## src/rffe_consts.svh

```systemverilog
// field widths, command opcode patterns, byte count limit, default clock divider
`ifndef RFFE_CONSTS_SVH
`define RFFE_CONSTS_SVH

// field widths
`define RFFE_SA_W        4
`define RFFE_BYTE_W      8
`define RFFE_BC_W        2

// extended frames carry 1 to this many bytes
`define RFFE_MAX_BYTES   4

// clk cycles per half sclk period
`define RFFE_CLK_DIV_DEF 3

// command byte high bits
`define RFFE_OP_REG0_WR  1'b1
`define RFFE_OP_REG_WR   3'b010
`define RFFE_OP_REG_RD   3'b011
`define RFFE_OP_EXT_WR   4'b0000
`define RFFE_OP_EXT_RD   4'b0010

`endif
```

## src/rffe_bus_pkg.sv

```systemverilog
// bus side types: frame state, field direction, shifter load request
`include "rffe_consts.svh"

package rffe_bus_pkg;

   // frame sequencer states
   typedef enum logic [2:0] {
      ST_IDLE = 3'd0,
      ST_SSC  = 3'd1,
      ST_SA   = 3'd2,
      ST_CMD  = 3'd3,
      ST_ADDR = 3'd4,
      ST_PARK = 3'd5,
      ST_DATA = 3'd6,
      ST_END  = 3'd7
   } rffe_state_e;

   typedef enum logic {
      DIR_OUT = 1'b0,
      DIR_IN  = 1'b1
   } rffe_dir_e;

   // one field for the shifter
   // nbits counts the parity bit when one is appended
   typedef struct packed {
      logic [`RFFE_BYTE_W-1:0] value; // msb first
      logic [3:0]              nbits;
      logic                    cont;  // parity runs on into the next field
      rffe_dir_e               dir;
   } rffe_load_t;

endpackage

```

## src/rffe_cmd_pkg.sv

```systemverilog
// host side types: frame kind, command struct, response struct
`include "rffe_consts.svh"

package rffe_cmd_pkg;

   ////////////////////
   // frame kinds

   typedef enum logic [2:0] {
      KIND_REG0_WR = 3'd0,
      KIND_REG_WR  = 3'd1,
      KIND_REG_RD  = 3'd2,
      KIND_EXT_WR  = 3'd3,
      KIND_EXT_RD  = 3'd4
   } rffe_kind_e;

   ////////////////////
   // host command, held stable while req is high

   typedef struct packed {
      rffe_kind_e                                     kind;
      logic [`RFFE_SA_W-1:0]                          sa;    // slave address
      logic [`RFFE_BYTE_W-1:0]                        addr;  // reg0 write puts data in [6:0]
      logic [`RFFE_BC_W-1:0]                          bc;    // byte count minus one
      logic [`RFFE_MAX_BYTES-1:0][`RFFE_BYTE_W-1:0]   wdata; // [0] goes out first
   } rffe_cmd_t;

   ////////////////////
   // response, valid from ack rise

   typedef struct packed {
      logic [`RFFE_MAX_BYTES-1:0][`RFFE_BYTE_W-1:0]   rdata; // [0] is first byte read
      logic                                           perr;  // any bad slave parity
   } rffe_rsp_t;

endpackage

```

## src/rffe_master_top.sv

```systemverilog
// bus master top: clock generator, frame sequencer, field shifter, output gating
`include "rffe_consts.svh"

module rffe_master_top #(
   parameter int CLK_DIV = `RFFE_CLK_DIV_DEF
) (
   input  logic                    clk,
   input  logic                    i_rst,
   input  logic                    i_req,
   input  rffe_cmd_pkg::rffe_cmd_t i_cmd,
   output logic                    o_ack,
   output rffe_cmd_pkg::rffe_rsp_t o_rsp,
   input  logic                    i_sdata,
   output logic                    o_sclk,
   output logic                    o_sdata,
   output logic                    o_sdata_en
);

   logic                     tick;
   logic                     half;
   logic                     sclk_phase;
   logic                     load;
   rffe_bus_pkg::rffe_load_t load_data;
   logic                     field_done;
   logic                     perr;
   byte                      rx_byte;
   logic                     tx_bit;
   logic                     ssc;
   logic                     drive;
   logic                     sclk_en;

   rffe_sclk_gen #(
      .CLK_DIV (CLK_DIV)
   ) sclk_gen_i (
      .clk          (clk),
      .i_rst        (i_rst),
      .o_tick       (tick),
      .o_half       (half),
      .o_sclk_phase (sclk_phase)
   );

   rffe_frame_ctrl frame_ctrl_i (
      .clk          (clk),
      .i_rst        (i_rst),
      .i_tick       (tick),
      .i_half       (half),
      .i_req        (i_req),
      .i_cmd        (i_cmd),
      .o_ack        (o_ack),
      .o_rsp        (o_rsp),
      .o_load       (load),
      .o_load_data  (load_data),
      .i_field_done (field_done),
      .i_perr       (perr),
      .i_rx_byte    (rx_byte),
      .o_ssc        (ssc),
      .o_drive      (drive),
      .o_sclk_en    (sclk_en)
   );

   rffe_field_shifter field_shifter_i (
      .clk          (clk),
      .i_rst        (i_rst),
      .i_tick       (tick),
      .i_load       (load),
      .i_load_data  (load_data),
      .i_sdata      (i_sdata),
      .o_bit        (tx_bit),
      .o_field_done (field_done),
      .o_rx_byte    (rx_byte),
      .o_perr       (perr)
   );

   ////////////////////
   // bus pins

   assign o_sclk     = sclk_phase & sclk_en;
   assign o_sdata    = ssc ? 1'b1 : tx_bit;  // ssc high bit, else shifter
   assign o_sdata_en = drive;

endmodule

```

## src/rffe_frame_ctrl.sv

```systemverilog
// frame sequencer FSM, command byte build, read collection and host req/ack handshake
`include "rffe_consts.svh"

module rffe_frame_ctrl (
   input  logic                     clk,
   input  logic                     i_rst,
   input  logic                     i_tick,
   input  logic                     i_half,
   input  logic                     i_req,
   input  rffe_cmd_pkg::rffe_cmd_t  i_cmd,
   output logic                     o_ack,
   output rffe_cmd_pkg::rffe_rsp_t  o_rsp,
   output logic                     o_load,
   output rffe_bus_pkg::rffe_load_t o_load_data,
   input  logic                     i_field_done,
   input  logic                     i_perr,
   input  byte                      i_rx_byte,
   output logic                     o_ssc,
   output logic                     o_drive,
   output logic                     o_sclk_en
);

   localparam logic [3:0] NB_PAR = 4'(`RFFE_BYTE_W + 1); // byte plus parity

   rffe_bus_pkg::rffe_state_e state;
   rffe_cmd_pkg::rffe_cmd_t   cmd_q;
   rffe_cmd_pkg::rffe_rsp_t   rsp_q;
   logic [`RFFE_BC_W-1:0]     idx;        // data byte in flight
   logic                      ssc_first;  // high bit of ssc
   logic                      end_bit;    // park bit of END not yet done

   logic                      is_rd;
   logic                      is_ext;
   logic [`RFFE_BC_W-1:0]     last_idx;
   logic [`RFFE_BC_W-1:0]     data_sel;
   logic [`RFFE_BYTE_W-1:0]   cmd_byte;
   rffe_bus_pkg::rffe_load_t  data_ld;

   function automatic rffe_bus_pkg::rffe_load_t mk_load(
      input logic [`RFFE_BYTE_W-1:0] value,
      input logic [3:0]              nbits,
      input logic                    cont,
      input rffe_bus_pkg::rffe_dir_e dir
   );
      rffe_bus_pkg::rffe_load_t ld;
      ld.value = value;
      ld.nbits = nbits;
      ld.cont  = cont;
      ld.dir   = dir;
      return ld;
   endfunction

   ////////////////////
   // command decode

   assign is_rd    = (cmd_q.kind == rffe_cmd_pkg::KIND_REG_RD) ||
                     (cmd_q.kind == rffe_cmd_pkg::KIND_EXT_RD);
   assign is_ext   = (cmd_q.kind == rffe_cmd_pkg::KIND_EXT_WR) ||
                     (cmd_q.kind == rffe_cmd_pkg::KIND_EXT_RD);
   assign last_idx = is_ext ? cmd_q.bc : '0;

   always_comb begin
      case (cmd_q.kind)
         rffe_cmd_pkg::KIND_REG0_WR: cmd_byte = {`RFFE_OP_REG0_WR, cmd_q.addr[6:0]};
         rffe_cmd_pkg::KIND_REG_WR:  cmd_byte = {`RFFE_OP_REG_WR, cmd_q.addr[4:0]};
         rffe_cmd_pkg::KIND_REG_RD:  cmd_byte = {`RFFE_OP_REG_RD, cmd_q.addr[4:0]};
         rffe_cmd_pkg::KIND_EXT_WR:  cmd_byte = {`RFFE_OP_EXT_WR, 2'b00, cmd_q.bc};
         rffe_cmd_pkg::KIND_EXT_RD:  cmd_byte = {`RFFE_OP_EXT_RD, 2'b00, cmd_q.bc};
         default:                    cmd_byte = '0;
      endcase
   end

   // next data field, first byte unless already in DATA
   assign data_sel = (state == rffe_bus_pkg::ST_DATA) ? idx + 1'b1 : '0;
   assign data_ld  = is_rd ? mk_load('0, NB_PAR, 1'b0, rffe_bus_pkg::DIR_IN)
                           : mk_load(cmd_q.wdata[data_sel], NB_PAR, 1'b0, rffe_bus_pkg::DIR_OUT);

   ////////////////////
   // shifter loads, all on a tick

   always_comb begin
      o_load      = 1'b0;
      o_load_data = mk_load('0, 4'd0, 1'b0, rffe_bus_pkg::DIR_OUT);
      case (state)
         rffe_bus_pkg::ST_SSC: begin
            if (i_tick && !ssc_first) begin
               o_load      = 1'b1;
               o_load_data = mk_load({cmd_q.sa, {(`RFFE_BYTE_W - `RFFE_SA_W){1'b0}}},
                                     4'(`RFFE_SA_W), 1'b1, rffe_bus_pkg::DIR_OUT);
            end
         end
         rffe_bus_pkg::ST_SA: begin
            if (i_field_done) begin
               o_load      = 1'b1;
               o_load_data = mk_load(cmd_byte, NB_PAR, 1'b0, rffe_bus_pkg::DIR_OUT);
            end
         end
         rffe_bus_pkg::ST_CMD: begin
            if (i_field_done && is_ext) begin
               o_load      = 1'b1;
               o_load_data = mk_load(cmd_q.addr, NB_PAR, 1'b0, rffe_bus_pkg::DIR_OUT);
            end else if (i_field_done && cmd_q.kind == rffe_cmd_pkg::KIND_REG_WR) begin
               o_load      = 1'b1;
               o_load_data = data_ld;
            end
         end
         rffe_bus_pkg::ST_ADDR: begin
            if (i_field_done && !is_rd) begin
               o_load      = 1'b1;
               o_load_data = data_ld;
            end
         end
         rffe_bus_pkg::ST_PARK: begin
            if (i_tick) begin
               o_load      = 1'b1;
               o_load_data = data_ld;
            end
         end
         rffe_bus_pkg::ST_DATA: begin
            if (i_field_done && idx != last_idx) begin
               o_load      = 1'b1;
               o_load_data = data_ld;
            end
         end
         default: ;
      endcase
   end

   ////////////////////
   // frame FSM and handshake

   always_ff @(posedge clk) begin
      if (i_rst) begin
         state     <= rffe_bus_pkg::ST_IDLE;
         o_ack     <= 1'b0;
         ssc_first <= 1'b0;
         end_bit   <= 1'b0;
         idx       <= '0;
      end else begin
         case (state)
            rffe_bus_pkg::ST_IDLE: begin
               if (i_tick && i_req && !o_ack) begin // start on a bit boundary
                  state     <= rffe_bus_pkg::ST_SSC;
                  ssc_first <= 1'b1;
                  idx       <= '0;
               end
            end
            rffe_bus_pkg::ST_SSC: begin
               if (i_tick) begin
                  if (ssc_first) begin
                     ssc_first <= 1'b0;
                  end else begin
                     state <= rffe_bus_pkg::ST_SA;
                  end
               end
            end
            rffe_bus_pkg::ST_SA: begin
               if (i_field_done) begin
                  state <= rffe_bus_pkg::ST_CMD;
               end
            end
            rffe_bus_pkg::ST_CMD: begin
               if (i_field_done) begin
                  if (is_ext) begin
                     state <= rffe_bus_pkg::ST_ADDR;
                  end else if (cmd_q.kind == rffe_cmd_pkg::KIND_REG0_WR) begin
                     state   <= rffe_bus_pkg::ST_END; // data rode in the cmd byte
                     end_bit <= 1'b1;
                  end else begin
                     state <= is_rd ? rffe_bus_pkg::ST_PARK : rffe_bus_pkg::ST_DATA;
                  end
               end
            end
            rffe_bus_pkg::ST_ADDR: begin
               if (i_field_done) begin
                  state <= is_rd ? rffe_bus_pkg::ST_PARK : rffe_bus_pkg::ST_DATA;
               end
            end
            rffe_bus_pkg::ST_PARK: begin
               if (i_tick) begin
                  state <= rffe_bus_pkg::ST_DATA;
               end
            end
            rffe_bus_pkg::ST_DATA: begin
               if (i_field_done) begin
                  if (idx == last_idx) begin
                     state   <= rffe_bus_pkg::ST_END;
                     end_bit <= 1'b1;
                  end else begin
                     idx <= idx + 1'b1;
                  end
               end
            end
            rffe_bus_pkg::ST_END: begin
               if (end_bit) begin
                  if (i_tick) begin
                     end_bit <= 1'b0;
                     o_ack   <= 1'b1;   // frame over
                  end
               end else if (!i_req) begin
                  o_ack <= 1'b0;
                  state <= rffe_bus_pkg::ST_IDLE;
               end
            end
            default: state <= rffe_bus_pkg::ST_IDLE;
         endcase
      end
   end

   ////////////////////
   // command and response

   always_ff @(posedge clk) begin
      if (state == rffe_bus_pkg::ST_IDLE) begin
         cmd_q <= i_cmd;
         rsp_q <= '0;
      end else if (state == rffe_bus_pkg::ST_DATA && i_field_done && is_rd) begin
         rsp_q.rdata[idx] <= i_rx_byte;
         rsp_q.perr       <= rsp_q.perr | i_perr;
      end
      if (state == rffe_bus_pkg::ST_END && end_bit && i_tick) begin
         o_rsp <= rsp_q; // holds until next ack
      end
   end

   ////////////////////
   // bus control

   assign o_ssc = (state == rffe_bus_pkg::ST_SSC) && ssc_first;

   always_comb begin
      case (state)
         rffe_bus_pkg::ST_SSC,
         rffe_bus_pkg::ST_SA,
         rffe_bus_pkg::ST_CMD,
         rffe_bus_pkg::ST_ADDR: o_drive = 1'b1;
         rffe_bus_pkg::ST_DATA: o_drive = !is_rd;
         rffe_bus_pkg::ST_PARK: o_drive = !i_half;             // drive low, then let go
         rffe_bus_pkg::ST_END:  o_drive = end_bit && !i_half;
         default:               o_drive = 1'b0;
      endcase
   end

   always_comb begin
      case (state)
         rffe_bus_pkg::ST_SA,
         rffe_bus_pkg::ST_CMD,
         rffe_bus_pkg::ST_ADDR,
         rffe_bus_pkg::ST_PARK,
         rffe_bus_pkg::ST_DATA: o_sclk_en = 1'b1;
         rffe_bus_pkg::ST_END:  o_sclk_en = end_bit;   // one park clock only
         default:               o_sclk_en = 1'b0;      // idle and ssc keep sclk low
      endcase
   end

endmodule

```

## src/rffe_field_shifter.sv

```systemverilog
// field shift register with odd parity generation and check
`include "rffe_consts.svh"

module rffe_field_shifter (
   input  logic                     clk,
   input  logic                     i_rst,
   input  logic                     i_tick,
   input  logic                     i_load,
   input  rffe_bus_pkg::rffe_load_t i_load_data,
   input  logic                     i_sdata,
   output logic                     o_bit,
   output logic                     o_field_done,
   output byte                      o_rx_byte,
   output logic                     o_perr
);

   localparam int MSB = `RFFE_BYTE_W - 1;

   logic [MSB:0]            sr;
   logic [3:0]              cnt;     // bits left in the field
   logic                    par;     // running xor
   logic                    cont_q;
   rffe_bus_pkg::rffe_dir_e dir_q;

   logic is_par;
   logic step;
   logic cur_bit;
   logic par_upd;

   assign is_par  = (cnt == 4'd1) && !cont_q;                  // last bit of a closed field
   assign step    = i_tick && (cnt != 4'd0);
   assign cur_bit = (dir_q == rffe_bus_pkg::DIR_IN) ? i_sdata : sr[MSB];
   assign par_upd = (step && !is_par) ? (par ^ cur_bit) : par;

   ////////////////////
   // control

   always_ff @(posedge clk) begin
      if (i_rst) begin
         cnt    <= 4'd0;
         par    <= 1'b0;
         cont_q <= 1'b0;
         dir_q  <= rffe_bus_pkg::DIR_OUT;
      end else if (i_load) begin
         cnt    <= i_load_data.nbits;
         cont_q <= i_load_data.cont;
         dir_q  <= i_load_data.dir;
         par    <= cont_q ? par_upd : 1'b0;  // sa parity carries into cmd
      end else if (step) begin
         cnt <= cnt - 1'b1;
         par <= par_upd;
      end
   end

   // shift register
   always_ff @(posedge clk) begin
      if (i_load) begin
         sr <= i_load_data.value;
      end else if (step && !is_par) begin
         sr <= {sr[MSB-1:0], (dir_q == rffe_bus_pkg::DIR_IN) ? i_sdata : 1'b0};
      end
   end

   ////////////////////
   // outputs

   always_comb begin
      if (cnt == 4'd0 || dir_q == rffe_bus_pkg::DIR_IN) begin
         o_bit = 1'b0;         // idle or slave driving
      end else if (is_par) begin
         o_bit = ~par;         // make the count of ones odd
      end else begin
         o_bit = sr[MSB];
      end
   end

   assign o_field_done = step && (cnt == 4'd1);
   assign o_rx_byte    = sr;

   // slave parity bit sampled on the closing tick
   assign o_perr = (dir_q == rffe_bus_pkg::DIR_IN) && is_par && !(par ^ i_sdata);

endmodule

```

## src/rffe_sclk_gen.sv

```systemverilog
// bit time tick, half bit phase and serial clock phase from clk
`include "rffe_consts.svh"

module rffe_sclk_gen #(
   parameter int CLK_DIV = `RFFE_CLK_DIV_DEF
) (
   input  logic clk,
   input  logic i_rst,
   output logic o_tick,
   output logic o_half,
   output logic o_sclk_phase
);

   localparam int PERIOD = 2 * CLK_DIV;
   localparam int CNT_W  = $clog2(PERIOD);

   logic [CNT_W-1:0] cnt;

   ////////////////////
   // down counter, one bit time per wrap

   always_ff @(posedge clk) begin
      if (i_rst || cnt == '0) begin
         cnt <= CNT_W'(PERIOD - 1);
      end else begin
         cnt <= cnt - 1'b1;
      end
   end

   // tick ends a bit, everything on the bus moves on it
   assign o_tick = (cnt == '0);

   // upper half of the count is the first half of the bit
   assign o_half       = (cnt < CNT_W'(CLK_DIV));
   assign o_sclk_phase = ~o_half; // high at bit start, low from mid bit

endmodule

```

## config.mk

```make
export PLATFORM = sky130hd
export DESIGN_NAME = rffe_master_top
export DESIGN_NICKNAME = d
export VERILOG_FILES = /design/src/rffe_bus_pkg.sv /design/src/rffe_cmd_pkg.sv /design/src/rffe_master_top.sv /design/src/rffe_frame_ctrl.sv /design/src/rffe_field_shifter.sv /design/src/rffe_sclk_gen.sv
export VERILOG_INCLUDE_DIRS = /design/src /design/src/src
export SDC_FILE = /design/constraint.sdc
export NUM_CORES = 1
export LEC_CHECK = 0
export ABC_CLOCK_PERIOD_IN_PS = 4500
export BUFFER_PORTS_ARGS = -buffer_cell sky130_fd_sc_hd__buf_2
export CORE_ASPECT_RATIO = 0.7
export CORE_UTILIZATION = 57
export DETAILED_ROUTE_END_ITERATION = 10
export PLACE_DENSITY = 0.85
export SLEW_MARGIN = 10
export SYNTH_ARGS = -nofsm -noshare
export SYNTH_HDL_FRONTEND = slang
export SYNTH_SLANG_ARGS = --single-unit
```

## constraint.sdc

```tcl
create_clock -name clk -period 4.5 [get_ports clk]
set_input_delay 0.675 -clock clk [delete_from_list [all_inputs] [get_ports clk]]
set_output_delay 0.675 -clock clk [all_outputs]
set_load 0.03 [all_outputs]
```

==> flow_results.org <==
** Run status
- Run status :: complete, but fails checks
- Violated checks :: DRC

** Worst setup path
- In this run the critical register-to-register path is launched from frame_ctrl_i.state[2].
- The worst setup path is launched from a register.
- CP Max Fanout :: 25
- At the worst endpoint, the required time is 4.59 ns.
- WP buf/inv :: 0
- Reg2reg end :: field_shifter_i.o_rx_byte[5]
- Among all stages on the critical path, the largest delay is contributed by sky130_fd_sc_hd__dfxtp_1.
- Setup slack on the worst reg-to-reg path comes out at 1.37 ns.
- Broken down by cell family, the worst path's largest delay share belongs to simple AND/OR/NAND/NOR gates.
- For this run, the slowest stage of the critical path takes 0.83 ns.
- For the worst flop-to-flop path, the logic depth is 6.
- Traced cell by cell, the critical path runs through and3b_1, nand2_2, o21ai_1, o31ai_2, nand2_2, a21o_1.
- CP Capture Type :: register
- Setup Crit Path Kind :: reg -> reg
- Worst path most repeated cell :: sky130_fd_sc_hd__nand2_2
- Crit path DAT :: 3.22 ns
- In this run the number of cells on the critical path is 6.

** Route
- DRC violation count after routing :: 13
- Number of iterations in the first detailed-routing pass :: 9
- After detailed routing, the total wire length is 13100 um.
- Post-detailed-route via-to-cell ratio :: 5.90
- Vias post-DR :: 4547
- Wire length per cell :: 17.0 um
- Antenna viol nets, final :: 0
- After the first detailed-routing iteration, the DRC count stood at 521.

** GRT
- Global routing finished with a remaining overflow of 0.
- Global-route wire length before repair :: 21000 um
- Number of global-route vias before repair :: 4223
- Initial antenna violation count :: 0
- Total global routing track utilization :: 25.2%
- Largest net degree at the start of global routing :: 83

** Timing
- Setup repair after global routing missed its margin :: no
- The worst path uses 69.5% of the clock period.
- Relative slew slack :: 39.1%
- At the pin with the least slew margin, the transition time is 0.913 ns.
- Final worst setup slack :: 1.37 ns
- Shortest period the worst path allows :: 3.13 ns
- The final hold violation count is 0.
- The final count of pins violating max slew was 0.
- Final setup violation count :: 0
- For the final routed database, the setup TNS stands at 0 ns.
- Highest clock frequency the design can meet :: 0.320 GHz
- Largest clock skew in the final design :: 0.0109 ns

** Clock network
- After clock tree synthesis, the setup repair step added 0 buffers.
- After clock tree synthesis, the repair step resized 0 gates.
- TritonCTS created 17 clock buffers.
- Counting along the longest clock path gives a buffer depth of 2.
- Level count of the clock H-tree :: 4
- Cts hold-fix bufs :: 0
- In this run the clock root is driven by a sky130_fd_sc_hd__clkbuf_16.
- Counting every sink on the clock net gives 141.
- TritonCTS clock tree :: yes
- The clock reaches the later pin of the worst-skew pair after 0.42 ns.
- Clock-pin slew on the worst setup and hold paths :: 0.06 ns

** Synthesis
- Post-synthesis async set-or-reset flop share :: 0%
- The cell count after synthesis came out at 543.
- The average instance in the mapped netlist occupies 11.1 um2.
- Number of flops mapped to enable cells by yosys :: 90
- Netlist cell types :: 66
- Total standard cell area after synthesis :: 0.00603 mm2
- Yosys warns :: 0
- Sequential fraction of the synthesis area :: 61.7%
- Synthesis produced a netlist with a net count of 604.
- Predominant post-synthesis flop cell :: sky130_fd_sc_hd__edfxtp_1
- Counting flops and latches in the post-synthesis netlist gives 141.

** Floorplanning
- Die width :: 125 um
- 90 I/O pins were placed.
- The die is 88.1 um tall.
- Row count :: 31
- In this run the standard cell core region covers 0.0103 mm2.
- Initial core utilization :: 58.5%
- The die covers 0.0110 mm2.

** Layout
- The multi-input combinational cells in the finished layout cover a total of 0.00213 mm2.
- Post-layout instance area :: 0.00711 mm2
- Nets :: 687
- The finished layout holds 771 standard cells, fillers aside.
- Fill count :: 747
- Storage element area :: 0.00372 mm2
- From synthesis to final layout, the design area changed by 17.8%.
- The post-route netlist has 22.2% of its cells at a drive strength greater than 1.
- Antenna cell count :: 0

** Min path
- Along the worst hold path, the cell count comes to 1.
- In this run the worst hold path is classified as in -> reg.
- For hold timing, the worst endpoint is frame_ctrl_i.cmd_q[24].
- Hold Path Origin :: i_cmd[24]

** Run
- Number of max-cap violations :: 0

** Power
- In this run the power density over the cells is 405 mW/mm2.
- Combinational logic burns 2.9% of the power.
- Summing internal, switching and leakage power gives 2880 uW.
- Across the VDD grid, the largest voltage drop is 0.000265 V.
- Clock share of power :: 47.4%
- Switching part of the total power :: 21.4%
- Summed over all nets, the switching power comes to 616 uW.
- Cell internal power was estimated by the tool at 2260 uW.
- For this design the static power due to leakage is 0.00267 uW.
- Sequential share of power :: 49.7%

** Placement
- The wire-length estimate of the detail-placed layout is 8810 um.
- Counting tap cells, the placed design contains a total of 739 instances.
- Worst slack at placement :: 1.47 ns
- At the end of routability-driven placement, the weighted congestion stood at 0.837.
- Cell area reported after detailed placement :: 0.00653 mm2
- Port buffering added 89 buffers.
cell type report:
| cell class | instances | area share (%) |
|---|---|---|
| flip-flops and latches | 141 | 52.4 |
| multi-input cells | 361 | 29.9 |
| clock buffers | 22 | 6.69 |
| repair buffers | 92 | 6.59 |
| well taps | 132 | 2.32 |
| clock inverters | 10 | 1.39 |
| inverters | 13 | 0.687 |
power groups by stage:
stage	clock, uW	combinational [uW]	sequential (uW)
6_report	1360	84.5	1430
5_1_grt	1430	92.1	1430
4_1_cts	1370	84.3	1430
3_5_place_dp	0	83.4	1460
3_3_place_gp	0	79.8	1450
2_1_floorplan	0	56.9	1440
layout by cell type (no fill, tap or decap), types with 3 or more instances in the layout:
cell                        count
sky130_fd_sc_hd__a221oi_1       3
sky130_fd_sc_hd__buf_2         89
sky130_fd_sc_hd__nor2b_1        3
sky130_fd_sc_hd__nor3_1        18
sky130_fd_sc_hd__inv_6          3
sky130_fd_sc_hd__inv_1         13
sky130_fd_sc_hd__o22a_1         3
sky130_fd_sc_hd__dfxtp_1       51
sky130_fd_sc_hd__nor2_1        23
sky130_fd_sc_hd__o221ai_1       6
sky130_fd_sc_hd__mux2i_1        4
sky130_fd_sc_hd__nand3_1       11
sky130_fd_sc_hd__mux2_2         4
sky130_fd_sc_hd__a31oi_1        4
sky130_fd_sc_hd__nand2b_1       4
sky130_fd_sc_hd__a21oi_1       60
sky130_fd_sc_hd__ha_1           8
sky130_fd_sc_hd__clkbuf_16     18
sky130_fd_sc_hd__clkbuf_1       3
sky130_fd_sc_hd__o21ai_0       21
sky130_fd_sc_hd__nand2_1       94
sky130_fd_sc_hd__nand4b_1       3
sky130_fd_sc_hd__edfxtp_1      90
sky130_fd_sc_hd__nor4_1         3
sky130_fd_sc_hd__and2_1         6
sky130_fd_sc_hd__o211ai_1       5
sky130_fd_sc_hd__buf_4          3
sky130_fd_sc_hd__nor3b_1        3
sky130_fd_sc_hd__nand3b_1       4
sky130_fd_sc_hd__nand2_2        3
sky130_fd_sc_hd__xnor2_1        6
sky130_fd_sc_hd__o22ai_1        8
sky130_fd_sc_hd__nand4_1        6
sky130_fd_sc_hd__or3_1          4
synth_stat cells, drive strengths merged (2+ instances only):
cell type	number	area, um2
mux2	4	45.0
o22a	3	26.3
a2111oi	2	17.5
a31oi	4	25.0
and2	6	37.5
nand4b	3	26.3
dfxtp	51	1020
and3b	2	17.5
nor3b	4	35.0
mux2i	4	40.0
nand2	97	372
a221oi	3	26.3
buf	12	77.6
a21oi	60	300
o21ai	22	110
nor3	20	111
nand2b	4	25.0
or2	2	12.5
o221ai	6	52.6
xnor2	6	52.6
o311a	2	20.0
nand3	11	55.1
o22ai	8	50.1
o211ai	5	37.5
a22oi	2	15.0
nor2	23	86.3
nor4	4	31.3
o31ai	2	20.0
a222oi	2	20.0
or3	5	36.3
ha	8	100
or2b	2	17.5
clkbuf	16	60.1
a21boi	2	15.0
inv	13	48.8
nand4bb	2	22.5
nand4	6	37.5
nand3b	4	30.0
edfxtp	90	2700
nor2b	3	18.8
a21o	2	15.0
worst max path at each step:
stage / start / slack (ns) / to
6_report: frame_ctrl_i.state[2] / 1.37 / field_shifter_i.o_rx_byte[5]
3_5_place_dp: frame_ctrl_i.state[1] / 1.47 / field_shifter_i.o_rx_byte[1]
3_3_place_gp: frame_ctrl_i.state[1] / 1.59 / field_shifter_i.o_rx_byte[2]
4_1_cts: field_shifter_i.cnt[1] / 1.41 / o_sdata
5_1_grt: frame_ctrl_i.state[1] / 1.17 / field_shifter_i.o_rx_byte[6]
2_1_floorplan: frame_ctrl_i.state[2] / 0.47 / o_sdata_en
metrics by stage:
step	util (%)	hold WS, ns
6_report	68.9	0.422
5_1_grt	68.9	0.416
4_1_cts	68.9	0.420
3_5_place_dp	63.3	0.416
3_3_place_gp	63.3	0.418
2_1_floorplan	-	0.408
per-layer routing:
layer / vias up / share of wire, % / track usage [%]
met4: 0 / 1.7 / 11.0
met5: - / 0 / 0
met3: 29 / 6.8 / 5.44
met1: 2136 / 45 / 33.1
li1: 2171 / - / -
met2: 211 / 47 / 41.3
kinds of logic after synthesis:
kind of cell	share of synthesized area, %
AO/OA/AOI/OAI	14.1
multiplexers	1.41
adder cells (fa/ha/maj)	1.66
buffers and inverters	3.09
flip-flops	61.7
XOR/XNOR	0.871
AND/OR/NAND/NOR	17.1
state kept, by name, indices dropped and copies added, names as in the netlist:
signal and cells:
field_shifter_i.cnt 4, field_shifter_i.cont_q 1, frame_ctrl_i.end_bit 1, frame_ctrl_i.o_ack 1
field_shifter_i.par 1, frame_ctrl_i.cmd_q 49, frame_ctrl_i.rsp_q 33, frame_ctrl_i.idx 2
sclk_gen_i.cnt 3, frame_ctrl_i.state 3, frame_ctrl_i.o_rsp 33, field_shifter_i.o_rx_byte 8
frame_ctrl_i.ssc_first 1, field_shifter_i.dir_q 1
No activity file was read; power rests on OpenSTA's default activity.
